**config.mk**
```make
export PLATFORM = sky130hd
export DESIGN_NAME = udp_csum_accum
export DESIGN_NICKNAME = d
export VERILOG_FILES = /design/src/verilog/udp_tx_pkg.sv /design/src/verilog/udp_csum_accum.sv
export SDC_FILE = /design/constraint.sdc
export NUM_CORES = 1
export LEC_CHECK = 0
export ABC_CLOCK_PERIOD_IN_PS = 14920
export BUFFER_PORTS_ARGS = -buffer_cell sky130_fd_sc_hd__buf_4
export CAP_MARGIN = 15
export CORE_MARGIN = 2
export CORE_UTILIZATION = 62
export CTS_BUF_LIST = sky130_fd_sc_hd__clkbuf_2
export DETAILED_ROUTE_END_ITERATION = 7
export GPL_TIMING_DRIVEN = 0
export PLACE_DENSITY = 0.9
export SKIP_CTS_REPAIR_TIMING = 1
export SLEW_MARGIN = 5
export SYNTH_ARGS = -nofsm -noshare
export SYNTH_HDL_FRONTEND = slang
export SYNTH_SLANG_ARGS = --single-unit
```
**constraint.sdc**
```tcl
create_clock -name tx_axis_aclk -period 14.92 [get_ports tx_axis_aclk]
set_clock_uncertainty 0.1 [all_clocks]
set_input_delay 2.984 -clock tx_axis_aclk [delete_from_list [all_inputs] [get_ports tx_axis_aclk]]
set_output_delay 2.984 -clock tx_axis_aclk [all_outputs]
set_load 0.05 [all_outputs]
```
**src/verilog/udp_tx_pkg.sv**
```systemverilog
package udp_tx_pkg;

    // stream geometry
    localparam int DATA_W = 64;
    localparam int KEEP_W = 8;

    // udp fields
    localparam int CSUM_W            = 16;
    localparam int LEN_W             = 16;
    localparam int UDP_HDR_BYTES     = 8;
    localparam int UDP_PROTO         = 17;
    localparam int MAX_PAYLOAD_BYTES = 1472;

    // buffering
    localparam int PAYLOAD_FIFO_DEPTH = 256;
    localparam int META_FIFO_DEPTH    = 16;
    localparam int FIFO_AFULL_MARGIN  = 4;

    // one stored payload beat, 73 bits
    typedef struct packed {
        logic [DATA_W-1:0] data;
        logic [KEEP_W-1:0] keep;
        logic              last;
    } payload_beat_t;

    // per-packet record handed to the output side
    typedef struct packed {
        logic [LEN_W-1:0]  len;
        logic [CSUM_W-1:0] csum;
    } udp_meta_t;

    // ones'-complement add with end-around carry
    function automatic logic [CSUM_W-1:0] csum_add(
        input logic [CSUM_W-1:0] a,
        input logic [CSUM_W-1:0] b
    );
        logic [CSUM_W:0] sum;
        sum = {1'b0, a} + {1'b0, b};
        // carry folds back in, cannot overflow again
        return sum[CSUM_W-1:0] + {{(CSUM_W-1){1'b0}}, sum[CSUM_W]};
    endfunction

endpackage
```
**src/verilog/udp_csum_accum.sv**
```systemverilog
`timescale 1ns/1ps

module udp_csum_accum (
    input  logic                           tx_axis_aclk,
    input  logic                           tx_axis_aresetn,
    input  logic                           beat_fire,
    input  logic                           last_fire,
    input  logic [udp_tx_pkg::DATA_W-1:0]  in_data,
    input  logic [udp_tx_pkg::KEEP_W-1:0]  in_keep,
    input  logic [udp_tx_pkg::LEN_W-1:0]   pkt_len,
    output logic                           sum_valid,
    output logic [udp_tx_pkg::CSUM_W-1:0]  pay_sum,
    output logic [udp_tx_pkg::LEN_W-1:0]   pay_len
);
    import udp_tx_pkg::*;

    // one 16-bit word per even/odd lane pair
    localparam int PAIRS = KEEP_W / 2;

    logic [CSUM_W-1:0] part_sum  [PAIRS];
    logic [CSUM_W-1:0] lane_word [PAIRS];
    logic [CSUM_W-1:0] next_sum  [PAIRS];
    logic [CSUM_W-1:0] fold_lo;
    logic [CSUM_W-1:0] fold_hi;
    logic [CSUM_W-1:0] fold;

    // even lane is the high byte, missing lanes read as zero
    always_comb begin
        for (int i = 0; i < PAIRS; i++) begin
            lane_word[i][15:8] = in_keep[2*i]     ? in_data[16*i +: 8]     : 8'h00;
            lane_word[i][7:0]  = in_keep[2*i + 1] ? in_data[16*i + 8 +: 8] : 8'h00;
            next_sum[i]        = csum_add(part_sum[i], lane_word[i]);
        end
    end

    // collapse the four partials at packet end
    assign fold_lo = csum_add(next_sum[0], next_sum[1]);
    assign fold_hi = csum_add(next_sum[2], next_sum[3]);
    assign fold    = csum_add(fold_lo, fold_hi);

    always_ff @(posedge tx_axis_aclk) begin
        if (!tx_axis_aresetn) begin
            sum_valid <= 1'b0;
            for (int i = 0; i < PAIRS; i++) begin
                part_sum[i] <= '0;
            end
        end else begin
            sum_valid <= last_fire;
            if (beat_fire) begin
                for (int i = 0; i < PAIRS; i++) begin
                    // start fresh after the last beat
                    part_sum[i] <= last_fire ? '0 : next_sum[i];
                end
            end
        end
    end

    always_ff @(posedge tx_axis_aclk) begin
        if (last_fire) begin
            pay_sum <= fold;
            pay_len <= pkt_len;
        end
    end

endmodule

```
* Word level (Yosys, flattened, before mapping)
Memories as Yosys holds them, arrays and structs flattened. Cells that the tools add are included.
Storage, ports and cells: register bits after elaboration 33, RAM bits 64, input port bits 92, output and inout port bits 33, memories 1, word-level logic and storage cells 42
Cells by class: bitwise operators 4, mux-type cells 20, add/sub/neg operators 14
Memory list:
- part_sum | depth 4, width 16, rd ports 4, clocked after memory_dff 0, write ports 4, RTL line udp_csum_accum.sv:20 | logic [CSUM_W-1:0] part_sum [PAIRS];
Operators by type and width (number):
- $mux W16 | 8
- $add A16 B16 Y17 | 7
- $add A16 B1 Y16 | 7
- $mux W8 | 8
- $mux W1 | 4
- $or A1 B1 Y1 | 4

* Depth between registers and ports, before layout
word-level depth 7, depth in mapped cells 56, depth with buffers taken out 56

* Least setup slack after synthesis
Ideal clock, no wire load.
kind input to register, start point input port in_data[40] (netlist bit), end point register pay_sum[15] (netlist bit), data pin, path slack 2623 ps, stages on the path 55, path buffers 0, arrival time 11937 ps, setup time 260 ps, cells stage by stage and2_1 > ha_1 > inv_1 > fa_1 > nor2b_1 > o2111a_1 > o31ai_4 > a21boi_1 > o21a_1 > o21ai_1 > a21boi_0 > or2_0 > a21oi_1 > nor2_1 > o21ai_0 > nand2b_1 > ha_1 > nand3_1 > [19 not listed] > o21ai_0 > a21oi_1 > o21ai_0 > a21o_1 > a211o_1 > a31oi_1 > o21ai_0 > nand2b_1 > a21o_1 > a21o_1 > ha_1 > nor3b_1 > and3_1 > nand4_1 > nor2_1 > and4_1 > nand4_1 > xnor2_1
RTL lines:
- start: declaration | RTL line udp_csum_accum.sv:8 | input logic [udp_tx_pkg::DATA_W-1:0] in_data,
- end signal: assignment | RTL line udp_csum_accum.sv:60 | pay_sum <= fold;
- end: declaration | RTL line udp_csum_accum.sv:12 | output logic [udp_tx_pkg::CSUM_W-1:0] pay_sum,

==> summary.txt <==
Power
  • Sw Ratio: 48.7%
  • Flop pwr share: 22.5%
  • P_leak: 5.46 nW
  • Power share of the combinational group: 68.8%
  • Worst IR drop on VDD: 0.000164 V
  • Clock share of power: 8.7%
  • Switching pwr: 0.852 mW
  • Int Power: 0.897 mW
  • Total power: 1.75 mW
  • Power per cell area: 143 nW/um2

Finish
  • Fillers: 1329
  • Fin nets: 1574
  • Layout cell share with drive strength beyond 1: 13.8%
  • Area occupied by registers: 2900 um2
  • Post-route cell area: 12300 um2
  • Multi-input gate area: 7620 um2
  • Finished Core Util: 71.2%
  • Layout area overhead: 12.8%

Yosys
  • Ranking of synthesized cells by area: edfxtp_1 26%, ha_1 15%, xnor2_1 8.0%
  • Async S/R FF share, synth: 0%
  • Commonest cells in the netlist: 129 x and2_1, 129 x ha_1, 99 x xnor2_1, 96 x edfxtp_1, 83 x nor2_1
  • Syn_nets: 1438
  • Synth area leader: edfxtp_1
  • Cell Area, Synth: 10900 um2
  • Register bit count reported by yosys: 97
  • Yosys warns: 0
  • Sequential area share after synthesis: 26.7%
  • Main synth FF type: edfxtp_1
  • Post-synth EDFFs: 96
  • Number of distinct library cells after synthesis: 92
  • Mean cell area of the mapped netlist: 8.99 um2
  • Post-Synthesis Cells: 1210
  • Share of the synthesized area in the top cell type: 26.5%

Routing
  • Antenna-violating nets left: 0
  • Drt pass-1 iters: 5
  • Metal3 WL: 1.26 mm
  • WL final: 24.9 mm
  • Initial DRC Count: 672
  • Wl on met1: 11.0 mm
  • WL per Instance: 15.8 um
  • Via count: 9319
  • DRC: 0
  • Uppermost layer routed: met4
  • Via/cell ratio: 5.91
  • Met2 wire length: 12.0 mm

Clock network
  • Root buf cell: clkbuf_2
  • TritonCTS sink count: 97
  • Reg clk slew, reported paths: 350 ps
  • CTS tree: built
  • Bufs on Longest Clock Path: 2
  • H-tree levels: 3
  • Inserted Clock Buffers: 9
  • Clock Latency Late Sink: 700 ps

Worst hold path
  • HP Class: flip-flop to flip-flop

GRT
  • Vias in the first global route: 8831
  • Initial antenna violation count: 1
  • GRT Residual Overflow: 0
  • Gr usage total: 27.0%
  • Largest net degree at the start of global routing: 40
  • First-pass GRT wire length: 40.2 mm

Status
  • Status: finished clean

Placed design
  • DP Area: 12100 um2
  • IO Port Bufs: 124
  • RD Place Congestion: 0.917
  • Dpl hpwl: 19.9 mm

Worst setup path
  • Delay-heaviest family, CP: compound AO/OA/AOI/OAI gates
  • Buf+Inv Stages, Crit Path: 3
  • Critical Path RT: 15280 ps
  • Startpoint Class: input port
  • CP arrival: 13870 ps
  • Critical path capture point type: flip-flop
  • Slowest Stage Delay on Critical Path: 490 ps
  • Setup CP Type: input port to flip-flop
  • Critical Path Most Common Cell: ha_1
  • Crit-path slowest cell: or3_2
  • Critical path fanouts, max: 8

Floorplanning
  • I/O pin count: 125
  • Die area: 18600 um2
  • Die width: 136 um
  • Die height: 136 um
  • Core ar.: 17200 um2
  • Row count: 48
  • Initial Util: 63.1%

STA
  • Slew Viols, Final: 0
  • Max_slew headroom: 52.8%
  • Final worst-path cycle share: 90.6%
  • Final hold viol count: 0
  • Worst-margin pin slew: 691 ps
  • Post-layout minimum cycle time: 13510 ps
  • Setup TNS Final: 0 ps
  • Min Hold Slack: 758 ps
  • Final Setup Violations: 0
  • Fmax: 74.0 MHz
  • RSZ-0062 raised after global routing: false

Flow run
  • MaxCap Viol Count: 0
==> worst paths after layout <==
kind / startpoint / endpoint / slack [ps] / cells past startpoint
max reg2reg: part_sum[3][0] / pay_sum[15] / 3610 / 53
min reg2reg: part_sum[3][0] / part_sum[3][0] / 760 / 3
max: in_keep[7] / pay_sum[15] / 1410 / 55
min: part_sum[3][0] / part_sum[3][0] / 760 / 3
==> worst register-to-register path: cells and delay by family (launching register included) <==
kind,cells,cell delay (ps)
AND/OR/NAND/NOR,14,2640
adder cells (fa/ha/maj),8,2360
buffers and inverters,2,150
multiplexers,1,250
AO/OA/AOI/OAI,26,4700
XOR/XNOR,2,480
flip-flops,1,410
==> placed cells by master, fill, tap and decap left out, drive strengths merged, types with 4 or more instances in the layout <==
cell	count
a211oi	9
a21boi	8
a21o	28
a21oi	62
a22oi	4
a31oi	4
and2	131
and3	17
buf	126
clkbuf	18
clkinv	5
edfxtp	96
fa	7
ha	129
inv	83
mux2i	5
nand2	67
nand2b	20
nand3	40
nand3b	7
nand4	13
nor2	84
nor2b	15
nor3	27
nor3b	7
nor4	10
o2111ai	6
o211ai	4
o21a	20
o21ai	56
o21bai	5
o311a	5
o31ai	5
or2	6
or3	9
or4	4
xnor2	99
xor2	62
==> cell families after synthesis <==
kind of cell / count (synthesis) / share of synthesized area [%]
adders and majority gates: 136 / 16.1
buffers and inverters: 92 / 3.35
DFF: 97 / 26.7
AOI/OAI and AO/OA: 249 / 16.3
muxes: 5 / 0.460
xor gates and xnor gates: 162 / 13.2
and+or+nand+nor: 469 / 23.8
==> registers in the layout, summed over array words and instances (netlist names) <==
name / cells
pay_len: 16
part_sum: 64
sum_valid: 1
pay_sum: 16
==> metrics by stage <==
step	instances	setup slack [ps]
after floorplan	1210	2620
after global placement	1559	1110
after detailed placement	1560	909
after CTS	1576	1570
after global routing	1577	486
final	1577	1410
==> layout make-up <==
type | count | area share, %
multi-input cells | 1021 | 62.1
diodes | 1 | 0.0204
repair buffers | 125 | 7.75
well taps | 225 | 2.29
plain buffers | 11 | 0.490
inverters | 81 | 2.48
flip-flops and latches | 97 | 23.7
clock inverters | 7 | 0.826
clock buffers | 9 | 0.367
==> routing by layer <==
metal  up-vias  global-route usage (%)
li1       4631                       -
met1      4372                    35.1
met2       265                    46.4
met3        51                    3.43
met4         0                    8.97
met5         -                       0
==> power by group through the flow <==
stage / registers [mW] / clock network, mW / logic, mW
final: 0.393 / 0.153 / 1.20
after global routing: 0.397 / 0.165 / 1.33
after CTS: 0.394 / 0.154 / 1.19
after detailed placement: 0.400 / 0 / 1.19
after global placement: 0.399 / 0 / 1.14
after floorplan: 0.495 / 0 / 0.838
No activity file was read; power rests on OpenSTA's default activity.
