`config.mk`:
```
export PLATFORM = sky130hd
export DESIGN_NAME = udp_tx_ctrl
export DESIGN_NICKNAME = d
export VERILOG_FILES = /design/src/verilog/udp_tx_pkg.sv /design/src/verilog/udp_tx_ctrl.sv
export SDC_FILE = /design/constraint.sdc
export NUM_CORES = 1
export LEC_CHECK = 0
export BUFFER_PORTS_ARGS = -buffer_cell sky130_fd_sc_hd__clkbuf_2
export CAP_MARGIN = 20
export CORE_AREA = 2 2 84 86
export DETAILED_ROUTE_END_ITERATION = 16
export DIE_AREA = 0 0 86 88
export PLACE_DENSITY = 0.8
export SLEW_MARGIN = 0
export SYNTH_ARGS = -nofsm -noshare
export SYNTH_HDL_FRONTEND = slang
export SYNTH_SLANG_ARGS = --single-unit
```
`constraint.sdc`:
```
create_clock -name tx_axis_aclk -period 6.9 [get_ports tx_axis_aclk]
set_input_delay 0.345 -clock tx_axis_aclk [delete_from_list [all_inputs] [get_ports tx_axis_aclk]]
set_output_delay 0.345 -clock tx_axis_aclk [all_outputs]
set_load 0.01 [all_outputs]
```
`src/verilog/udp_tx_pkg.sv`:
```
package udp_tx_pkg;

    // stream geometry
    localparam int DATA_W = 64;
    localparam int KEEP_W = 8;

    // udp fields
    localparam int CSUM_W            = 16;
    localparam int LEN_W             = 16;
    localparam int UDP_HDR_BYTES     = 8;
    localparam int UDP_PROTO         = 17;
    localparam int MAX_PAYLOAD_BYTES = 1472;

    // buffering
    localparam int PAYLOAD_FIFO_DEPTH = 256;
    localparam int META_FIFO_DEPTH    = 16;
    localparam int FIFO_AFULL_MARGIN  = 4;

    // one stored payload beat, 73 bits
    typedef struct packed {
        logic [DATA_W-1:0] data;
        logic [KEEP_W-1:0] keep;
        logic              last;
    } payload_beat_t;

    // per-packet record handed to the output side
    typedef struct packed {
        logic [LEN_W-1:0]  len;
        logic [CSUM_W-1:0] csum;
    } udp_meta_t;

    // ones'-complement add with end-around carry
    function automatic logic [CSUM_W-1:0] csum_add(
        input logic [CSUM_W-1:0] a,
        input logic [CSUM_W-1:0] b
    );
        logic [CSUM_W:0] sum;
        sum = {1'b0, a} + {1'b0, b};
        // carry folds back in, cannot overflow again
        return sum[CSUM_W-1:0] + {{(CSUM_W-1){1'b0}}, sum[CSUM_W]};
    endfunction

endpackage
```
`src/verilog/udp_tx_ctrl.sv`:
```
`timescale 1ns/1ps

module udp_tx_ctrl (
    input  logic                           tx_axis_aclk,
    input  logic                           tx_axis_aresetn,
    input  logic                           meta_empty,
    input  udp_tx_pkg::udp_meta_t          meta_data,
    output logic                           meta_rd,
    input  logic                           beat_empty,
    input  udp_tx_pkg::payload_beat_t      beat_data,
    output logic                           beat_rd,
    input  logic [15:0]                    udp_src_port,
    input  logic [15:0]                    udp_dst_port,
    output logic [udp_tx_pkg::DATA_W-1:0]  out_data,
    output logic [udp_tx_pkg::KEEP_W-1:0]  out_keep,
    output logic                           out_valid,
    output logic                           out_last,
    input  logic                           out_ready
);
    import udp_tx_pkg::*;

    typedef enum logic [1:0] {
        ST_IDLE,
        ST_HEADER,
        ST_PAYLOAD
    } state_t;

    state_t            state;
    udp_meta_t         meta_q;
    logic [DATA_W-1:0] hdr_data;
    logic              out_fire;

    // lane 0 first on the wire, so big-endian fields go in byte-swapped
    assign hdr_data = {meta_q.csum[7:0],   meta_q.csum[15:8],
                       meta_q.len[7:0],    meta_q.len[15:8],
                       udp_dst_port[7:0],  udp_dst_port[15:8],
                       udp_src_port[7:0],  udp_src_port[15:8]};

    assign meta_rd  = (state == ST_IDLE) & ~meta_empty;
    assign out_fire = out_valid & out_ready;
    assign beat_rd  = (state == ST_PAYLOAD) & out_fire;

    always_comb begin
        out_data  = '0;
        out_keep  = '0;
        out_valid = 1'b0;
        out_last  = 1'b0;
        case (state)
            ST_HEADER: begin
                out_data  = hdr_data;
                out_keep  = '1;
                out_valid = 1'b1;
            end
            ST_PAYLOAD: begin
                // head of the fifo holds still until popped
                out_data  = beat_data.data;
                out_keep  = beat_data.keep;
                out_valid = ~beat_empty;
                out_last  = ~beat_empty & beat_data.last;
            end
            default: begin
            end
        endcase
    end

    always_ff @(posedge tx_axis_aclk) begin
        if (meta_rd) begin
            meta_q <= meta_data;
        end
    end

    always_ff @(posedge tx_axis_aclk) begin
        if (!tx_axis_aresetn) begin
            state <= ST_IDLE;
        end else begin
            case (state)
                ST_IDLE: begin
                    if (!meta_empty) begin
                        state <= ST_HEADER;
                    end
                end
                ST_HEADER: begin
                    if (out_ready) begin
                        state <= ST_PAYLOAD;
                    end
                end
                ST_PAYLOAD: begin
                    // back to idle gives the gap between packets
                    if (out_fire && out_last) begin
                        state <= ST_IDLE;
                    end
                end
                default: begin
                    state <= ST_IDLE;
                end
            endcase
        end
    end

endmodule

```
Word level (Yosys, flattened, before mapping)
Cells that the tools add are included.
{ "word_totals": {"regBits": 34, "latchBits": 0, "mem_bits_rw": 0, "rom_bits": 0, "input_bits": 142, "output_inout_bits": 76, "word_cells": 25, "mem_count": 0} }
{ "classes": {"n_addsub": 0, "multipliers": 0, "n_div": 0, "n_lt_le_gt_ge": 0, "n_eq_ne": 5, "shifts": 0, "muxes": 8, "bitwise": 6, "reduce_logical": 3} }
{ "op_table": {"columns": ["cell", "n"], "rows": [
  ["$pmux 64 s2", 1],
  ["$pmux 8 s2", 1],
  ["$mux 2", 3],
  ["$pmux 2 s3", 1],
  ["$and 1x1->1", 4],
  ["$ne 2x2->1 const B", 2],
  ["$reduce_and 3->1", 1],
  ["$eq 2x1->1 const B", 1],
  ["$eq 2x2->1 const B", 1],
  ["$logic_not 2->1", 1],
  ["$ne 2x1->1 const B", 1],
  ["$not 1->1", 2],
  ["$pmux 1 s2", 1],
  ["$logic_and 1x1->1", 1],
  ["$mux 1", 1]
]} }

Depth between registers and ports, before layout
{ "logic_depth": {"word_depth": 6, "mapped_depth": 6, "depth_no_buf": 5} }

Worst setup path before layout
OpenSTA, ideal clock, no wires.
{ "synth_path": {"path_type": "register to register", "start": "register state[0]", "end": "register meta_q (netlist bit hdr_data[32]), enable pin", "setup_ps": 432, "arrival_ps": 2167, "t_required_ps": 6468, "setup_slack_ps": 4301, "stages_incl_launch_ff": 4, "path_buffers": 0, "synth_period_minus_slack_ps": 2599, "path_cell_list": "dfxtp_1 -> inv_1 -> ha_1 -> nor2b_1"} }
{ "synth_between": {"elab_chain_len": 2} }
{ "synth_rtl": {"columns": ["item", "line_no", "text"], "rows": [
  ["start, declared", "udp_tx_ctrl.sv:28", "state_t state;"],
  ["start signal, assigned", "udp_tx_ctrl.sv:74", "state <= ST_IDLE;"],
  ["start signal, assigned", "udp_tx_ctrl.sv:79", "state <= ST_HEADER;"],
  ["start signal, assigned", "udp_tx_ctrl.sv:84", "state <= ST_PAYLOAD;"],
  ["$logic_not 2->1", "udp_tx_ctrl.sv:39", "assign meta_rd = (state == ST_IDLE) & ~meta_empty;"],
  ["$and 1x1->1", "udp_tx_ctrl.sv:39", null],
  ["via meta_rd", "udp_tx_ctrl.sv:8", "output logic meta_rd,"],
  ["end signal, assigned", "udp_tx_ctrl.sv:68", "meta_q <= meta_data;"],
  ["end, declared", "udp_tx_ctrl.sv:29", "udp_meta_t meta_q;"]
]} }
The timed path passes the listed nets, and every way through them passes these cells.
A chain may end at the register's enable or synchronous reset.

Worst setup path in the final report
{ "layout_path": {"start": "register state[0]", "end": "output beat_rd"} }
{ "layout_between": {"elab_chain_len": 4, "elab_cells_between_ends": 5, "cone_classes": "eq/ne: 2; mux: 1; bitwise: 2"} }
{ "layout_rtl": {"columns": ["item", "line_no", "text"], "rows": [
  ["$eq 2x2->1 / $eq 2x1->1 (equally long branches)", "udp_tx_ctrl.sv:41, udp_tx_ctrl.sv:48", null],
  ["$pmux 1 s2", "udp_tx_ctrl.sv:48", "case (state)"],
  ["$and 1x1->1", "udp_tx_ctrl.sv:40", "assign out_fire = out_valid & out_ready;"],
  ["$and 1x1->1 *", "udp_tx_ctrl.sv:41", "assign beat_rd = (state == ST_PAYLOAD) & out_fire;"],
  ["end, declared", "udp_tx_ctrl.sv:11", "output logic beat_rd,"]
]} }
Mark *: on every way between the ends. The rest lies on a longest branch, timed or not.

==> reports/qor.txt <==
Setup TNS: 0 ps
Final net count: 573
Skew final: 8.63 ps
Fin worst setup slack: 4070 ps
Highest-count cells in the layout ignoring fill and taps: 217 x clkbuf_2, 73 x nor2b_1, 64 x a22oi_1, 32 x edfxtp_1, 8 x a21oi_1
# diodes: 0
Post_cts resized: 0
WS Path Type: reg2out
Drt first-iter violations: 144
Number of CTS-inserted buffers: 5
Post-route ant nets: 0
Avg Vias per Cell: 4.97
Clock transition at path regs: 70 ps
Crit. End Element: primary output
CTS tree: done
Hold WC Path Type: in2reg
Max Clock Freq: 0.353 GHz
Sink Count: 34
Cell Area, Synth: 0.00223 mm2
Initial antenna violation count: 0
Initial core utilization: 33.6%
GR Overflow Total: 0
Setup slack, reg-to-reg: 4290 ps
Max Root-Sink Buffers: 2
Placer Congestion: 0.732
Synth top area share: 43.1%
WHS: 236 ps
Clock root buffer: clkbuf_8
#FFs+latches synth: 34
Clk_lat worst skew: 280 ps
Total number of vias: 2516
Share of layout cells above drive strength 1: 53.8%
Hold bufs inserted after CTS: 0
Vias in the first global route: 2348
Required @ worst endpoint: 6550 ps
CP max FO: 47
Area contributors post-synth: edfxtp_1 43%, a22oi_1 22%, nor2b_1 21%
Slew headroom: 40.8%
Most common cell after layout, fill and taps aside: clkbuf_2
Final Max Tran Viols: 0
Post-Route WL: 7200 um
Pre-antenna DRT Iters: 4
Die Height: 88 um
Largest net degree at the start of global routing: 76
Core ar.: 0.00664 mm2
Distinct cells, synth: 18
Port Buf Inserts: 217
Setup repair bufs after CTS: 0
Leak: 0.00159 uW
Drc violations: 0
Minimum clock period: 2830 ps
Slew @ Worst Pin: 886 ps
Htree depth: 2
Die ar.: 0.00757 mm2
GRT Resource Usage Total: 18.0%
Final Setup Violations: 0
Synthesized area per cell: 10.0 um2
Max-cap violation count: 0
Final Hold Fails: 0
Post-layout util: 52.0%
Drt wl/cell: 14.2 um
Die X: 86 um
Layout area overhead: 54.9%
Outcome: complete, no violations
Period utilization: 41.0%
Synth area leader: edfxtp_1
Worst Setup Start Kind: flip-flop
Cell area power density: 334 mW/mm2
Pre-CTS setup slack: 4270 ps
Unrepaired setup endpoints after global routing: false
Syn nets: 370
Worst vdd ir: 0.000229 V
Power Total: 1150 uW
Cell count after synthesis: 223
Post-synthesis sequential area ratio: 44.9%
Crit path DAT: 2490 ps
Site row count: 30
Post-DP HPWL: 5460 um
First-pass GRT wire length: 10800 um
Ys Warns: 0
Ports: 218
kinds of logic (layout without fill, tap and decap cells):
family / count (synthesis) / count (layout) / synth area share (%)
muxes: 2 / 2 / 0.897
buffers and inverters: 27 / 230 / 4.94
DFF: 34 / 34 / 44.9
adders and majority gates: 5 / 5 / 2.80
AOI/OAI and AO/OA: 74 / 74 / 24.1
and+or+nand+nor: 81 / 81 / 22.4
synth_stat cells, drive strengths merged:
library cell,n
a21oi,8
a222oi,1
a22oi,64
and2,1
and3,1
buf,7
clkbuf,17
dfxtp,2
edfxtp,32
ha,5
inv,3
mux2i,2
nand2,4
nand4b,1
nor2b,74
o21a,1
cell type report:
class | instances | area, um2
Fill cell | 623 | 3190
Multi-Input combinational cell | 162 | 1130
Timing Repair Buffer | 220 | 1110
Sequential cell | 34 | 1000
Tap cell | 80 | 100
Clock buffer | 5 | 68.8
Clock inverter | 2 | 33.8
Inverter | 3 | 11.3
metrics by stage:
| stage | cells | instance area, um2 |
|---|---|---|
| 2_1_floorplan | 223 | 2230 |
| 3_3_place_gp | 499 | 3350 |
| 3_5_place_dp | 499 | 3350 |
| 4_1_cts | 506 | 3460 |
| 5_1_grt | 506 | 3460 |
| 6_report | 506 | 3460 |
per-layer routing:
| metal | track usage, % | up-vias | part of all wire, % |
|---|---|---|---|
| met1 | 21.4 | 1160 | 39 |
| met5 | 0 | - | 0 |
| met3 | 3.96 | 6 | 8.6 |
| met4 | 4.91 | 0 | 0.82 |
| li1 | - | 1227 | - |
| met2 | 32.7 | 123 | 52 |
critical path, cell delays in order, from the launching register on:
cell	delay (ps)
dfxtp_1	380
inv_1	100
ha_1	760
buf_4	450
o21a_1	200
and3_1	160
clkbuf_2	130
flip-flops by register name, summed over array words and instances (netlist names):
register	cells
hdr_data	32
state	2
power breakdown:
part / internal, uW / switching [uW] / leakage, uW / total, uW
combinational: 305 / 380 / 0.00121 / 686
clock: 104 / 66.5 / 0.0000517 / 171
sequential: 283 / 15.0 / 0.000322 / 298
path summary, 6_finish.rpt:
| check | from | depth (start not counted) | endpoint |
|---|---|---|---|
| worst max-delay path | state[0] | 6 | beat_rd |
| worst min-delay path | meta_data[18] | 1 | hdr_data[42] |
| worst max register to register | state[0] | 6 | state[1] |
| worst min register to register | state[1] | 2 | state[1] |
No activity file was read; power rests on OpenSTA's default activity.
