--- config.mk ---
export PLATFORM = sky130hd
export DESIGN_NAME = udp_sync_fifo
export DESIGN_NICKNAME = d
export VERILOG_FILES = /design/src/verilog/udp_tx_pkg.sv /design/src/verilog/udp_sync_fifo.sv
export SDC_FILE = /design/constraint.sdc
export NUM_CORES = 1
export LEC_CHECK = 0
export BUFFER_PORTS_ARGS = -buffer_cell sky130_fd_sc_hd__clkbuf_2
export CAP_MARGIN = 20
export CORE_MARGIN = 1.5
export CORE_UTILIZATION = 51
export DETAILED_ROUTE_END_ITERATION = 8
export PLACE_DENSITY = 0.7
export SYNTH_ARGS = -nofsm -noshare
export SYNTH_HDL_FRONTEND = slang
export SYNTH_SLANG_ARGS = --single-unit
--- constraint.sdc ---
create_clock -name tx_axis_aclk -period 2.6 [get_ports tx_axis_aclk]
set_input_delay 0.26 -clock tx_axis_aclk [delete_from_list [all_inputs] [get_ports tx_axis_aclk]]
set_output_delay 0.26 -clock tx_axis_aclk [all_outputs]
set_load 0.05 [all_outputs]
--- src/verilog/udp_tx_pkg.sv ---
package udp_tx_pkg;

    // stream geometry
    localparam int DATA_W = 64;
    localparam int KEEP_W = 8;

    // udp fields
    localparam int CSUM_W            = 16;
    localparam int LEN_W             = 16;
    localparam int UDP_HDR_BYTES     = 8;
    localparam int UDP_PROTO         = 17;
    localparam int MAX_PAYLOAD_BYTES = 1472;

    // buffering
    localparam int PAYLOAD_FIFO_DEPTH = 256;
    localparam int META_FIFO_DEPTH    = 16;
    localparam int FIFO_AFULL_MARGIN  = 4;

    // one stored payload beat, 73 bits
    typedef struct packed {
        logic [DATA_W-1:0] data;
        logic [KEEP_W-1:0] keep;
        logic              last;
    } payload_beat_t;

    // per-packet record handed to the output side
    typedef struct packed {
        logic [LEN_W-1:0]  len;
        logic [CSUM_W-1:0] csum;
    } udp_meta_t;

    // ones'-complement add with end-around carry
    function automatic logic [CSUM_W-1:0] csum_add(
        input logic [CSUM_W-1:0] a,
        input logic [CSUM_W-1:0] b
    );
        logic [CSUM_W:0] sum;
        sum = {1'b0, a} + {1'b0, b};
        // carry folds back in, cannot overflow again
        return sum[CSUM_W-1:0] + {{(CSUM_W-1){1'b0}}, sum[CSUM_W]};
    endfunction

endpackage
--- src/verilog/udp_sync_fifo.sv ---
`timescale 1ns/1ps

module udp_sync_fifo #(
    parameter type entry_t = logic [7:0],
    parameter int  DEPTH   = 16
) (
    input  logic   tx_axis_aclk,
    input  logic   tx_axis_aresetn,
    input  logic   wr_en,
    input  entry_t wr_data,
    input  logic   rd_en,
    output entry_t rd_data,
    output logic   empty,
    output logic   almost_full
);
    import udp_tx_pkg::*;

    localparam int PTR_W = (DEPTH > 1) ? $clog2(DEPTH) : 1;
    localparam int CNT_W = $clog2(DEPTH + 1);

    entry_t             mem [DEPTH];
    logic [PTR_W-1:0]   wr_ptr;
    logic [PTR_W-1:0]   rd_ptr;
    logic [CNT_W-1:0]   count;
    logic               full;
    logic               do_wr;
    logic               do_rd;

    assign full        = (count == CNT_W'(DEPTH));
    assign empty       = (count == '0);
    assign almost_full = (count >= CNT_W'(DEPTH - FIFO_AFULL_MARGIN));

    assign do_wr = wr_en & ~full;
    assign do_rd = rd_en & ~empty;

    // first word falls through
    assign rd_data = mem[rd_ptr];

    always_ff @(posedge tx_axis_aclk) begin
        if (do_wr) begin
            mem[wr_ptr] <= wr_data;
        end
    end

    always_ff @(posedge tx_axis_aclk) begin
        if (!tx_axis_aresetn) begin
            wr_ptr <= '0;
            rd_ptr <= '0;
            count  <= '0;
        end else begin
            if (do_wr) begin
                wr_ptr <= (wr_ptr == PTR_W'(DEPTH - 1)) ? '0 : wr_ptr + 1'b1;
            end
            if (do_rd) begin
                rd_ptr <= (rd_ptr == PTR_W'(DEPTH - 1)) ? '0 : rd_ptr + 1'b1;
            end
            if (do_wr && !do_rd) begin
                count <= count + 1'b1;
            end else if (do_rd && !do_wr) begin
                count <= count - 1'b1;
            end
        end
    end

endmodule

# Word-level counts from Yosys, hierarchy flattened
# Memory sizes are Yosys's and may differ from the RTL's. A register that Yosys moved wholly into a read port is not among the register bits.
# Index checks and enable logic that the tools add are counted.
totals:
  mem_bits_rw: 128
  mem_count: 1
  latchBits: 0
  output_inout_bits: 10
  regBits: 13
  word_cells: 30
  rom_bits: 0
  inputBits: 12
classes:
  addsub: 4
  shifts: 0
  mul: 0
  magnitude_cmp: 1
  bitwise: 4
  div_mod_pow: 0
  eq_ne: 3
  mux: 8
  n_reduce_logical: 6
mem_list:
  columns: ["name", "words", "width", "read_ports", "rd_clocked_by_memory_dff", "write_ports", "line_no", "text"]
  rows:
  - ["mem", 16, 8, 1, 1, 1, "udp_sync_fifo.sv:21", "entry_t mem [DEPTH];"]
ops:
  columns: ["cell", "count"]
  rows:
  - ["2-to-1 mux 4 bit", 4]
  - ["2-to-1 mux 5 bit", 2]
  - ["adder 4 x 1 -> 4 bit, second input constant", 2]
  - ["equality test 4 bit, second input constant", 2]
  - ["adder 5 x 1 -> 5 bit, second input constant", 1]
  - ["equality test 5 bit, second input constant", 1]
  - ["greater-or-equal comparator 5 x 4 -> 1 bit, second input constant", 1]
  - ["logical NOT 5 bit", 1]
  - ["subtractor 5 x 1 -> 5 bit, second input constant", 1]
  - ["AND 1 bit", 2]
  - ["logical AND 1 bit", 2]
  - ["logical NOT 1 bit", 2]
  - ["2-to-1 mux 1 bit", 2]
  - ["inverter 1 bit", 2]
  - ["nonzero test 2 bit", 1]

# Longest topological paths before layout
logic_depth:
  depth_word: 7
  depth_mapped: 10
  depth_no_buf: 9

# Worst setup path after synthesis
# OpenSTA, ideal clock, no wires.
synth_path:
  path_kind: "reg2reg"
  startpoint: "register count[0]"
  endpoint: "register count[4]"
  path_stages_with_launch: 10
  t_required_ns: 2.528
  arrival_time_ns: 2.475
  setup_slack_ns: 0.053
  setup_time_ns: 0.072
  synth_period_minus_slack_ns: 2.547
  path_buffers: 1
  cell_sequence: "dfxtp_1 -> or4_4 -> o21a_1 -> buf_6 -> ha_1 -> fa_1 -> nand3b_1 -> a21o_1 -> a21oi_1 -> mux2i_1"
synth_between:
  elab_chain_cells: 6
  elab_cells_between_ends: 15
  cone_classes: "add/sub (2); eq/ne (1); mux (2); bitwise (4); reduce/logical (6)"
synth_rtl:
  columns: ["item", "line_no", "text"]
  rows:
  - ["start: declaration", "udp_sync_fifo.sv:24", "logic [CNT_W-1:0] count;"]
  - ["start signal: assignment", "udp_sync_fifo.sv:58", "count <= count + 1'b1;"]
  - ["start signal: assignment", "udp_sync_fifo.sv:60", "count <= count - 1'b1;"]
  - ["equality test 5 bit *", "udp_sync_fifo.sv:29", "assign full = (count == CNT_W'(DEPTH));"]
  - ["inverter 1 bit *", "udp_sync_fifo.sv:33", "assign do_wr = wr_en & ~full;"]
  - ["AND 1 bit *", "udp_sync_fifo.sv:33", null]
  - ["via do_wr", "udp_sync_fifo.sv:26", "logic do_wr;"]
  - ["logical NOT 1 bit", "udp_sync_fifo.sv:59", "end else if (do_rd && !do_wr) begin"]
  - ["logical AND 1 bit", "udp_sync_fifo.sv:59", null]
  - ["nonzero test 2 bit (no line)", null, null]
# The timed path passes the listed nets; every way through them passes the cells marked *. The select of a mux whose other input is x is not followed.
# A chain may end at the register's enable or synchronous reset.

# Final worst setup path
layout_path:
  startpoint: "register count[1]"
  endpoint: "register count[4]"
layout_between:
  elab_chain_cells: 6
  elab_cells_between_ends: 15
  cone_classes: "add/sub (2); eq/ne (1); mux (2); bitwise (4); reduce/logical (6)"
layout_rtl:
  columns: ["item"]
  rows:
  - ["branches (longest 6 deep; another with subtractor 5 x 1 -> 5 bit)"]
# Parallel ways; which one is timed is not known. The select of a mux whose other input is x is not followed.

==> results.sh <==
export IMPL_io_pins=22
export IMPL_grt_pass1_vias=3115
export IMPL_clk_pin_slew_ns=0.06
export IMPL_yosys_area_top_type="edfxtp_1"
export IMPL_slew_headroom_pct=40.7
export IMPL_clockBufferDepth=2
export IMPL_antenna_left=0
export IMPL_rsz0062_at_grt="yes"
export IMPL_portBuffers=21
export IMPL_whs_ns=0.267
export IMPL_synth_top_area_share_pct=66.2
export IMPL_synth_ff_type="edfxtp_1"
export IMPL_max_vdd_ir_drop_uv=709
export IMPL_max_freq_mhz=396
export IMPL_ys_types=37
export IMPL_via_count=2960
export IMPL_netlist_area_mm2=0.00581
export IMPL_required_ns=2.94
export IMPL_num_nets_final=383
export IMPL_synth_edff_count=128
export IMPL_overflow=0
export IMPL_slowest_stage="or4_4"
export IMPL_grt_antenna_before_repair=0
export IMPL_r2r_setup_slack_ns=0.08
export IMPL_netlist_top_cells_area="edfxtp_1 (66%), mux4_2 (12%), dfxtp_1 (5.9%)"
export IMPL_hold_depth=1
export IMPL_cts_buffers=17
export IMPL_hp_class="input pin to register"
export IMPL_clock_latency_ns=0.41
export IMPL_grt_pass1_wl_um=17500
export IMPL_crit_path_max_incr_delay_ns=0.56
export IMPL_grt_util_all_layers_pct=20.9
export IMPL_rows=38
export IMPL_worst_slew_pin_slew_ns=0.886
export IMPL_root_buffer="clkbuf_16"
export IMPL_critPathKind="register to register"
export IMPL_ys_async_sr_fraction_pct=0
export IMPL_drc=0
export IMPL_min_to="mem[0][7]"
export IMPL_final_hold_violation_count=0
export IMPL_worstSetupEndpointType="register"
export IMPL_wirelength_um=11000
export IMPL_syn_to_final_growth_pct=17.1
export IMPL_leakagePower_nw=2.27
export IMPL_n_fill_cell=787
export IMPL_coreArea_mm2=0.0110
export IMPL_cts_sinks=145
export IMPL_finalMaxSlewViolations=0
export IMPL_ctsHoldBuffers=0
export IMPL_fin_crit_ns=2.52
export IMPL_drive_gt1_share_pct=29.2
export IMPL_r2r_start="count[1]"
export IMPL_path_cells="or4_4, o21a_1, ha_1, fa_1, nand3b_1, a21o_1, a21oi_1, mux2i_1"
export IMPL_seq_area_mm2=0.00419
export IMPL_synthTopCellsByCount="edfxtp_1 (128), mux4_2 (32), nand2_1 (23)"
export IMPL_dr_pass1_iters=4
export IMPL_setup_worst_path_start_class="register"
export IMPL_die_w_um=110
export IMPL_setup_ws_ns=0.0753
export IMPL_antenna_cells=0
export IMPL_power_density_mw_per_mm2=975
export IMPL_grt_max_degree=33
export IMPL_syn_nets=339
export IMPL_place_gp_congestion=0.776
export IMPL_dieArea_mm2=0.0120
export IMPL_pre_cts_ws_ns=0.0790
export IMPL_yosysWarnings=0
export IMPL_arrival_ns=2.87
export IMPL_drtIter0Drc=195
export IMPL_status="completed"
export IMPL_setup_viol_count_final=0
export IMPL_synth_cells=316
export IMPL_reg2reg_depth=8
export IMPL_synth_seq_cells=145
export IMPL_fin_crit_sh_pct=97.1
export IMPL_dpl_hpwl_um=6950
export IMPL_routedWlPerCell_um=21.5
export IMPL_start_util_pct=52.9
export IMPL_hp_start="wr_data[7]"
export IMPL_multiInputGateArea_mm2=0.00154
export IMPL_routed_via_density=5.77
export IMPL_cts_tree="done"
export IMPL_maxCapViolCount=0
export IMPL_r2r_end="count[4]"
export IMPL_synth_most_common_cell="edfxtp_1"
export IMPL_htree_levels=4
export IMPL_die_y_um=110
export IMPL_skew_ns=0.00520
export IMPL_seq_area_frac_synth_pct=72.0
export IMPL_syn_area_per_cell_um2=18.4
export IMPL_crit_fanout=4
-- critical path: cells and delay by family (launching register included) --
family	cells	cell delay (ns)
AND/OR/NAND/NOR	2	0.76
adder cells (fa/ha/maj)	2	0.65
AO/OA/AOI/OAI	3	0.53
flip-flops	1	0.34
multiplexers	1	0.18
-- layer usage --
| metal | wire length, um | global-route usage [%] | vias up | share of wire, % |
|---|---|---|---|---|
| li1 | - | - | 1349 | - |
| met1 | 4840 | 27.9 | 1518 | 44 |
| met2 | 5520 | 33.9 | 83 | 50 |
| met3 | 533 | 5.04 | 10 | 4.8 |
| met4 | 110 | 7.61 | 0 | 1.0 |
| met5 | 0 | 0 | - | 0 |
-- through the flow --
stage	setup TNS, ns	std cells	utilization, %	power [mW]	instance area, um^2
CTS	0	511	61.7	6.66	6780
global placement	0	479	56.3	4.22	6190
finish	0	513	61.9	6.63	6800
detailed placement	0	479	56.3	4.24	6190
floorplan	0	316	-	3.84	5810
global route	-0.0472	513	61.9	6.91	6800
-- where the power goes --
part | internal [mW] | switching (mW) | total (mW)
registers | 2.64 | 0.0902 | 2.73
clock network | 1.50 | 0.917 | 2.42
logic | 0.644 | 0.836 | 1.48
-- worst max-delay path by stage --
stage | start | slack (ns) | cells after the start | to
after floorplan | count[0] | 0.05 | 9 | count[4]
after global placement | count[1] | 0.12 | 8 | count[4]
after detailed placement | count[1] | 0.08 | 9 | count[4]
after global routing | count[1] | -0.05 | 8 | count[4]
after CTS | register | 0.04 | 5 | rd_data[3]
final | count[1] | 0.08 | 8 | count[4]
-- registers in the layout (all words and copies together) (netlist names), named ones only --
register	count
wr_ptr	4
mem	128
count	5
rd_ptr	4
-- placed cells by master (no fill, tap or decap), drive strengths merged, types with 2 or more instances in the layout --
cell type,instances
bufinv,3
buf,19
nand2,23
edfxtp,128
nor2,14
and2,6
clkbuf,39
nor3,5
nor2b,5
a21o,2
o211ai,2
mux4,32
ha,10
dfxtp,17
clkinv,5
nand2b,4
xnor2,4
a31oi,2
mux2i,4
a22oi,16
a21oi,4
inv,8
clkinvlp,4
o21ai,4
nand3,4
-- logic make-up after synthesis --
group / Yosys count / share of synthesized area (%)
xor gates and xnor gates: 5 / 0.754
adders and majority gates: 11 / 2.50
buffers and inverters: 21 / 1.57
muxes: 36 / 13.1
and+or+nand+nor: 63 / 5.11
AOI/OAI and AO/OA: 35 / 4.93
DFF: 145 / 72.0
-- area by class of cell --
type	instances	share of cell area, %
Inverter	6	0.331
Multi-Input combinational cell	150	22.6
Clock buffer	18	6.31
Sequential cell	145	61.6
Clock inverter	14	2.41
Timing Repair Buffer	40	4.19
Tap cell	140	2.58
-- repair_timing --
item,CTS,global route
buffers inserted,0,2
pin swaps,0,1
endpoints found under the setup margin,1,2
resized for setup,1,2
endpoints found under the hold margin,0,0
Power figures use the tool's default switching activity.
