--- config.mk ---
export PLATFORM = sky130hd
export DESIGN_NAME = udp_len_counter
export DESIGN_NICKNAME = d
export VERILOG_FILES = /design/src/verilog/udp_tx_pkg.sv /design/src/verilog/udp_len_counter.sv
export SDC_FILE = /design/constraint.sdc
export NUM_CORES = 1
export LEC_CHECK = 0
export ABC_AREA = 1
export BUFFER_PORTS_ARGS = -buffer_cell sky130_fd_sc_hd__buf_2
export CAP_MARGIN = 40
export CORE_UTILIZATION = 35
export CTS_CLUSTER_DIAMETER = 100
export DETAILED_ROUTE_END_ITERATION = 16
export PLACE_DENSITY = 0.54
export SLEW_MARGIN = 20
export SYNTH_ARGS = -nofsm -noshare
export SYNTH_HDL_FRONTEND = slang
export SYNTH_SLANG_ARGS = --single-unit
--- constraint.sdc ---
create_clock -name tx_axis_aclk -period 6.2 [get_ports tx_axis_aclk]
set_input_delay 0.62 -clock tx_axis_aclk [delete_from_list [all_inputs] [get_ports tx_axis_aclk]]
set_output_delay 0.62 -clock tx_axis_aclk [all_outputs]
set_load 0.005 [all_outputs]
--- src/verilog/udp_tx_pkg.sv ---
package udp_tx_pkg;

    // stream geometry
    localparam int DATA_W = 64;
    localparam int KEEP_W = 8;

    // udp fields
    localparam int CSUM_W            = 16;
    localparam int LEN_W             = 16;
    localparam int UDP_HDR_BYTES     = 8;
    localparam int UDP_PROTO         = 17;
    localparam int MAX_PAYLOAD_BYTES = 1472;

    // buffering
    localparam int PAYLOAD_FIFO_DEPTH = 256;
    localparam int META_FIFO_DEPTH    = 16;
    localparam int FIFO_AFULL_MARGIN  = 4;

    // one stored payload beat, 73 bits
    typedef struct packed {
        logic [DATA_W-1:0] data;
        logic [KEEP_W-1:0] keep;
        logic              last;
    } payload_beat_t;

    // per-packet record handed to the output side
    typedef struct packed {
        logic [LEN_W-1:0]  len;
        logic [CSUM_W-1:0] csum;
    } udp_meta_t;

    // ones'-complement add with end-around carry
    function automatic logic [CSUM_W-1:0] csum_add(
        input logic [CSUM_W-1:0] a,
        input logic [CSUM_W-1:0] b
    );
        logic [CSUM_W:0] sum;
        sum = {1'b0, a} + {1'b0, b};
        // carry folds back in, cannot overflow again
        return sum[CSUM_W-1:0] + {{(CSUM_W-1){1'b0}}, sum[CSUM_W]};
    endfunction

endpackage
--- src/verilog/udp_len_counter.sv ---
`timescale 1ns/1ps

module udp_len_counter (
    input  logic                           tx_axis_aclk,
    input  logic                           tx_axis_aresetn,
    input  logic                           in_valid,
    input  logic                           in_last,
    input  logic [udp_tx_pkg::KEEP_W-1:0]  in_keep,
    input  logic                           mac_exist,
    input  logic                           payload_afull,
    input  logic                           meta_afull,
    output logic                           in_ready,
    output logic                           beat_fire,
    output logic                           last_fire,
    output logic [udp_tx_pkg::LEN_W-1:0]   pkt_len
);
    import udp_tx_pkg::*;

    localparam int BYTES_W = $clog2(KEEP_W + 1);

    logic [LEN_W-1:0]   byte_cnt;
    logic [BYTES_W-1:0] beat_bytes;

    // stall the source when no mac or either buffer is close to full
    assign in_ready  = mac_exist & ~payload_afull & ~meta_afull;
    assign beat_fire = in_valid & in_ready;
    assign last_fire = beat_fire & in_last;

    // bytes in this beat
    always_comb begin
        beat_bytes = '0;
        for (int i = 0; i < KEEP_W; i++) begin
            beat_bytes = beat_bytes + BYTES_W'(in_keep[i]);
        end
    end

    // total including the current beat, meaningful on last_fire
    assign pkt_len = byte_cnt + LEN_W'(beat_bytes);

    always_ff @(posedge tx_axis_aclk) begin
        if (!tx_axis_aresetn) begin
            byte_cnt <= '0;
        end else if (beat_fire) begin
            if (in_last) begin
                byte_cnt <= '0;
            end else begin
                byte_cnt <= pkt_len;
            end
        end
    end

endmodule

; Word-level counts from Yosys, hierarchy flattened
; Index checks and enable logic that the tools add are counted.
[totals]
word_cells = 16
ff_bits = 16
output_inout_bits = 19
input_bits = 15
[classes]
n_mux = 1
n_addsub = 8
bitwise = 6
[ops]
columns = op, count
row1 = $add A16 B4 Y16, 1
row2 = $add A4 B1 Y4, 4
row3 = $mux W16, 1
row4 = $add A3 B1 Y4, 1
row5 = $and A1 B1 Y1, 4
row6 = $add A2 B1 Y3, 1
row7 = $add A1 B1 Y2, 1
row8 = $not A1 Y1, 2

; Depth between registers and ports, before layout
; Gate-level depths: netlist of run 1.
[depth]
depth_word = 9
ltp_mapped = 14
ltp_nobuf = 14

; Worst setup path after synthesis of run 1
; No wires, ideal clock.
[synth_path]
kind = in2out
startpoint = input in_keep[0] (netlist name)
endpoint = output pkt_len[12] (netlist name)
n_path_buf = 0
path_stages = 12
slack_ns = 2.014
arrival_time_ns = 3.566
required_ns = 5.580
path_cell_list = fa_1 -> inv_1 -> fa_1 -> fa_1 -> fa_1 -> fa_1 -> inv_1 -> nand3_2 -> nand2_1 -> nand2_2 -> o21bai_1 -> and2_1
[synth_between]
elab_chain_cells = 8
[synth_rtl]
columns = element, line_no
row1 = start: declaration, udp_len_counter.sv:8  ; input logic [udp_tx_pkg::KEEP_W-1:0] in_keep,
row2 = $add A1 B1 Y2, udp_len_counter.sv:33  ; beat_bytes = beat_bytes + BYTES_W'(in_keep[i]);
row3 = $add A2 B1 Y3, udp_len_counter.sv:33
row4 = $add A3 B1 Y4, udp_len_counter.sv:33
row5 = $add A4 B1 Y4 (4 in a row), udp_len_counter.sv:33
row6 = $add A16 B4 Y16, udp_len_counter.sv:38  ; assign pkt_len = byte_cnt + LEN_W'(beat_bytes);
row7 = end: declaration, udp_len_counter.sv:15  ; output logic [udp_tx_pkg::LEN_W-1:0] pkt_len
; No other way between the ends.

; Final worst setup path of run 1
; Ends and elaborated chain as after synthesis.

==> flow_metrics.py, run 1 <==
metrics = {
    "status": {
        "status": "finished, final reports clean",
    },
    "final_layout": {
        "top_register": "byte_cnt",
        "diodes": 0,
        "largest_reg_flops": 16,
        "syn2layout_area_growth_pct": 19.5,
        "top_regs": "byte_cnt (16)",
        "fin_nets": 253,
        "drive_above_1_share_pct": 23.0,
    },
    "global_routing": {
        "grt_start_max_net_pins": 20,
        "overflow": 0,
        "antenna_found_initial": 0,
        "grt_pass1_vias": 1187,
        "grt_pass1_wl_mm": 5.22,
        "gr-usage-all-layers_pct": 16.1,
    },
    "worst_setup_path": {
        "r2r_start": "byte_cnt[0]",
        "max_stage_delay_ns": 0.52,
        "crit_top_cell": "fa_1",
        "crit_path_end_kind": "primary output",
        "worstSetupPathType": "in -> out",
        "critPathTopFamily": "adder cells",
        "cp_max_fo": 4,
        "timing.rr.end": "byte_cnt[12]",
        "crit_slowest_cell": "fa_1",
        "cp.arrival_ns": 3.88,
        "r2r_setup_slack_ns": 3.16,
        "worst-path-buf-inv": 4,
        "rr_worst_depth": 12,
        "cp.required_ns": 5.58,
        "critPathLaunchType": "input port",
        "cp_cell_sequence": "buf_2 -> fa_1 -> inv_1 -> fa_1 -> fa_1 -> fa_1 -> fa_1 -> inv_1 -> nand3_2 -> nand2_1 -> nand2_2 -> o21bai_1 -> and2_1 -> buf_2",
    },
    "route": {
        "route.detailed.drc": 0,
        "dr.pass1.iters": 4,
        "vias_per_cell": 4.62,
        "ant_nets": 0,
        "wl_per_cell_um": 10.3,
        "vias": 1256,
        "drt_iter0_drc": 76,
        "routed_wl_mm": 2.81,
    },
    "timing": {
        "slew_viol_final": 0,
        "min_period_ns": 4.50,
        "fmax_ghz": 0.222,
        "hold_viol_final": 0,
        "whs_ns": 0.470,
        "post-route-period-util_pct": 72.5,
        "setup_ws_ns": 1.70,
        "fin_setup_tns_ns": 0,
        "maxSlewHeadroom_pct": 63.0,
        "setup_viol": 0,
        "tightest_slew_ns": 0.555,
        "fin_skew_ns": 0.00162,
        "grt_setup_unrepaired": "no",
    },
    "place": {
        "dpl.hpwl_mm": 2.21,
        "gp_congestion": 0.729,
        "post-place-ws_ns": 1.69,
        "io_buffers": 33,
    },
    "floorplanning": {
        "dieHeight_um": 63.5,
        "row_count": 21,
        "die_x_um": 63.5,
        "core_region_area_um2": 3470,
        "dieArea_um2": 4040,
        "ioPinCount": 34,
        "start_util_pct": 38.2,
    },
    "min_path": {
        "hp-class": "reg -> reg",
        "hp-start": "byte_cnt[0]",
        "min_path_cells": 2,
        "whs_endpoint": "byte_cnt[0]",
    },
    "yosys": {
        "synth.avg_cell_area_um2": 6.90,
        "synth_nets": 218,
        "seq_area_frac_synth_pct": 24.2,
        "ys_warn_count": 0,
        "ys_ff_latch": 16,
        "synth_area_um2": 1330,
        "netlist_instances": 192,
        "synth.distinct_cells": 28,
    },
    "power": {
        "power_density_nw_per_um2": 163,
        "p_leak_uw": 0.000798,
        "peakVddDrop_mv": 0.131,
    },
    "clock_tree": {
        "cts_max_path_buffers": 2,
        "cts_tree": "built",
        "root_buffer": "clkbuf_8",
        "cts_resized": 0,
        "post-cts-setup-buffer-count": 0,
        "cts_max_level": 1,
        "clk_pin_slew_ns": 0.06,
        "postCtsHoldBufs": 0,
        "cts_buffers": 3,
        "insertion_delay_ns": 0.25,
        "cts.sinks": 16,
    },
    "job": {
        "max_cap_viol_count": 0,
    },
}
[cell families (layout without fill, tap and decap cells)]
family	after synthesis	count (layout)	share of synthesized area (%)
buffers and inverters	34	68	10.2
AND/OR/NAND/NOR	105	105	39.3
AO/OA/AOI/OAI	21	21	8.69
flip-flops	16	16	24.2
adder cells (fa/ha/maj)	11	11	13.2
XOR/XNOR	5	5	4.44
[worst register-to-register path, cell delays in order (launching register included)]
cell      delay (ns)
dfxtp_1         0.33
inv_1           0.06
fa_1            0.51
fa_1            0.43
fa_1            0.41
fa_1            0.41
inv_1           0.08
nand3_2         0.07
nand2_1         0.17
nand2_2         0.11
o21bai_1        0.16
nand3_1         0.09
a21oi_1         0.12
[placed cells by master (no fill, tap or decap), drive strengths merged]
cell	synthesis	routed
xnor2	2	2
nand4	2	2
a21oi	19	19
o21ai	1	1
clkbuf	2	4
o21bai	1	1
nand3	24	24
ha	6	6
clkinv	1	1
buf	1	33
nor2	11	11
dfxtp	16	16
xor2	3	3
and2	9	9
nand3b	2	2
fa	5	5
nor3b	1	1
inv	30	30
nand2	56	56
[how the worst max path moves through the flow]
stage / startpoint / end / slack [ns] / cells past startpoint
4_1_cts: in_keep[0] / pkt_len[12] / 1.68 / 14
6_report: in_keep[0] / pkt_len[12] / 1.70 / 14
3_5_place_dp: in_keep[0] / pkt_len[12] / 1.69 / 14
5_1_grt: in_keep[0] / pkt_len[12] / 1.53 / 14
3_3_place_gp: in_keep[0] / pkt_len[12] / 1.71 / 14
2_1_floorplan: in_keep[0] / pkt_len[12] / 2.01 / 12
[routing by layer]
| metal | part of all wire (%) | track usage, % | wire length [um] |
|---|---|---|---|
| met1 | 52 | 22.2 | 1460 |
| met5 | 0 | 0 | 0 |
| met4 | 0.75 | 2.56 | 21 |
| met2 | 43 | 25.5 | 1210 |
| met3 | 4.1 | 3.99 | 114 |
[stage by stage]
| stage | std cells | instance area, um^2 | power (uW) | util (%) |
|---|---|---|---|---|
| 2_1_floorplan | 192 | 1330 | 144 | - |
| 3_3_place_gp | 268 | 1530 | 168 | 44.1 |
| 3_5_place_dp | 268 | 1530 | 168 | 44.1 |
| 4_1_cts | 272 | 1580 | 261 | 45.7 |
| 5_1_grt | 272 | 1580 | 275 | 45.7 |
| 6_report | 272 | 1580 | 258 | 45.7 |
[where the power goes]
part / switching (uW) / internal [uW]
logic: 34.4 / 26.7
registers: 0.275 / 103
clock network: 36.7 / 56.3
[synth_stat cells (all sizes together)]
cell    number  area, um^2
nand2       56         228
inv         30         113
nand3       24         130
a21oi       19        98.9
dfxtp       16         320
nor2        11        60.1
and2         9        56.3
ha           6        75.1
fa           5         100
xor2         3        33.8
clkbuf       2        7.51
nand3b       2        15.0
nand4        2        12.5
xnor2        2        25.0
buf          1        11.3
clkinv       1        3.75
nor3b        1        18.8
o21ai        1        8.76
o21bai       1        7.51
[layout make-up]
class                   count  area [um^2]
clock buffers               4         55.1
fillers                   400         1880
inverters                  31          116
well taps                  46         57.6
multi-input cells         142          870
repair buffers             33          165
flip-flops and latches     16          320
Power figures use the tool's default switching activity.
==> run 2, diff against run 1 <==
- ABC_AREA: 1 -> 0
- clock period: 6.2 -> 4.7 ns (I/O delays scaled with it)
==> run 2 against run 1 <==
  * Cell count down 14%
  * Critical endpoint is now pkt_len[14]
  * Largest power group unchanged
  * Via count down 4.1%
  * Largest cell class unchanged
  * Non-clock buffer count unchanged
  * Global-route usage up 0.50 points
  * Sequential power up 31%
  * Worst hold slack worse by 0.0027 ns
  * Register-to-register slack worse by 1.9 ns
==> flow_metrics.py, run 2 <==
metrics = {
    "status": {
        "status": "finished, final reports clean",
    },
    "power": {
        "p_int_uw": 202,
        "peakVddDrop_mv": 0.103,
        "pwr-share-comb_pct": 27.3,
        "swShare_pct": 30.1,
        "power_density_nw_per_um2": 196,
        "p_clk_share_pct": 25.4,
        "seqPwrFrac_pct": 47.3,
        "power.switching_uw": 86.9,
        "p_leak_uw": 0.000679,
    },
    "timing": {
        "hold_viol_final": 0,
        "setup_viol": 0,
        "fmax_ghz": 0.231,
        "post-route-period-util_pct": 92.0,
        "fin_skew_ns": 0.00422,
        "fin_setup_tns_ns": 0,
        "maxSlewHeadroom_pct": 52.6,
        "tightest_slew_ns": 0.710,
        "slew_viol_final": 0,
        "min_period_ns": 4.33,
        "grt_setup_unrepaired": "no",
    },
    "final_layout": {
        "top_regs": "byte_cnt (16)",
        "fin_nets": 216,
        "top_register": "byte_cnt",
        "nFillCells": 353,
        "largest_reg_flops": 16,
        "final_common_cell": "buf_2",
        "final_cell_mix": "buf_2, nand2_1, inv_1, dfxtp_1, nand3_1",
        "syn2layout_area_growth_pct": 16.5,
        "final_cell_area_um2": 1470,
        "diodes": 0,
        "drive_above_1_share_pct": 21.3,
    },
    "worst_setup_path": {
        "cp.required_ns": 4.23,
        "cp_max_fo": 6,
        "crit_path_end_kind": "primary output",
        "r2r_setup_slack_ns": 1.31,
        "cp.arrival_ns": 3.86,
        "worstSetupPathType": "in -> out",
        "rr_worst_depth": 10,
        "r2r_start": "byte_cnt[0]",
        "critPathLaunchType": "input port",
        "critPathLaunch": "in_keep[0]",
        "timing.rr.end": "byte_cnt[14]",
    },
    "yosys": {
        "synth_area_um2": 1260,
        "synthTopCellsByCount": "dfxtp_1, inv_1, nand2_1, nand3_1",
        "synth-main-ff-cell": "dfxtp_1",
        "ys_warn_count": 0,
        "synth.avg_cell_area_um2": 8.01,
        "synth_nets": 184,
        "synth_top_family_by_area": "simple AND/OR/NAND/NOR gates",
        "seq_area_frac_synth_pct": 25.3,
        "synth.distinct_cells": 39,
        "synth_compound_area_share_pct": 16.8,
        "synth_area_leader_cell": "dfxtp_1",
        "synthXorXnorAreaFrac_pct": 9.00,
        "synthMuxAreaShare_pct": 0.791,
        "async_flop_share_pct": 0,
        "netlist_instances": 158,
        "synth_top_area_share_pct": 25.3,
        "synth_edf_count": 0,
        "synth.area.top_cells": "dfxtp_1, fa_1, ha_1, xor2_1, nand3_1",
        "ys_ff_latch": 16,
        "synth-adder-area-share_pct": 13.8,
        "synth-simple-area-share_pct": 26.6,
    },
    "min_path": {
        "hp-start": "byte_cnt[2]",
        "whs_endpoint": "byte_cnt[2]",
        "min_path_cells": 2,
        "hp-class": "reg -> reg",
    },
    "clock_tree": {
        "cts_max_path_buffers": 2,
        "cts_buffers": 3,
        "root_buffer": "clkbuf_4",
        "clk_pin_slew_ns": 0.09,
        "insertion_delay_ns": 0.29,
        "post-cts-setup-buffer-count": 0,
        "cts_max_level": 1,
        "cts.sinks": 16,
        "cts_tree": "built",
        "postCtsHoldBufs": 0,
        "cts_resized": 0,
    },
    "global_routing": {
        "grt_pass1_vias": 1103,
        "overflow": 0,
        "met3_usage_pct": 5.51,
        "met1_usage_pct": 21.8,
        "busiest_layer": "met2",
        "antenna_found_initial": 0,
        "gr-usage-all-layers_pct": 16.6,
        "globalRouteMet2Util_pct": 26.1,
        "grt_pass1_wl_mm": 5.10,
        "grt_start_max_net_pins": 21,
    },
    "floorplanning": {
        "dieArea_um2": 3860,
        "start_util_pct": 37.3,
        "ioPinCount": 34,
        "die_x_um": 62.1,
        "dieHeight_um": 62.1,
        "core_region_area_um2": 3390,
        "row_count": 21,
    },
    "route": {
        "dr.pass1.iters": 4,
        "route.detailed.drc": 0,
        "vias": 1205,
        "routed_wl_mm": 3.07,
        "vias_per_cell": 5.15,
        "wl_per_cell_um": 13.1,
        "ant_nets": 0,
        "drt_iter0_drc": 35,
    },
    "place": {
        "io_buffers": 33,
        "gp_congestion": 0.758,
        "dpl.hpwl_mm": 2.29,
        "dpl-instance-area_um2": 1450,
    },
    "job": {
        "max_cap_viol_count": 0,
    },
}
## run 2: cells by family after synthesis
group	after synthesis
AOI/OAI and AO/OA	32
xor gates and xnor gates	13
adders and majority gates	11
buffers and inverters	22
DFF	16
muxes	1
and+or+nand+nor	63
## run 2: cell type report
cell class | count | area, um^2 | share of cell area (%)
clock buffers | 3 | 22.5 | 1.53
well taps | 46 | 57.6 | 3.90
inverters | 16 | 60.1 | 4.07
flip-flops and latches | 16 | 320 | 21.7
multi-input cells | 120 | 848 | 57.6
repair buffers | 33 | 165 | 11.2
## run 2: power by group through the flow
stage	Sequential [uW]	Combinational (uW)	Clock, uW
global placement	140	79.2	0
global route	137	92.0	82.4
floorplan	140	49.9	0
detailed placement	140	79.6	0
CTS	136	80.1	76.6
finish	136	78.9	73.4
## run 2: worst max-delay path by stage
stage | to | slack, ns | cells past startpoint
2_1_floorplan | pkt_len[14] | 0.66 | 12
3_5_place_dp | pkt_len[14] | 0.38 | 13
4_1_cts | pkt_len[14] | 0.37 | 13
3_3_place_gp | pkt_len[14] | 0.43 | 13
6_report | pkt_len[14] | 0.37 | 13
5_1_grt | pkt_len[14] | 0.16 | 13
## run 2: stage by stage
step | worst slack (ns) | hold slack (ns) | power, uW | instances | util, %
after floorplan | 0.662 | 0.436 | 189 | 158 | -
after global routing | 0.158 | 0.527 | 311 | 234 | 43.5
after detailed placement | 0.380 | 0.456 | 219 | 231 | 42.8
after CTS | 0.373 | 0.472 | 293 | 234 | 43.5
final | 0.374 | 0.467 | 289 | 234 | 43.5
after global placement | 0.431 | 0.449 | 219 | 231 | 42.8
## run 2: per-layer routing
layer  vias up  share of wire [%]
met5         -                  0
met1       560                 49
li1        618                  -
met3         4                4.7
met2        23                 46
met4         0               0.68
## run 2: worst max-delay path, stage by stage
cell and delay (ns):
buf_2 0.11, fa_1 0.52, inv_1 0.05, fa_1 0.50, fa_1 0.43, fa_1 0.41, fa_1 0.42, nor2b_1 0.13
o21ai_1 0.14, and2_1 0.27, nor2_1 0.15, xor2_1 0.15, buf_2 0.13
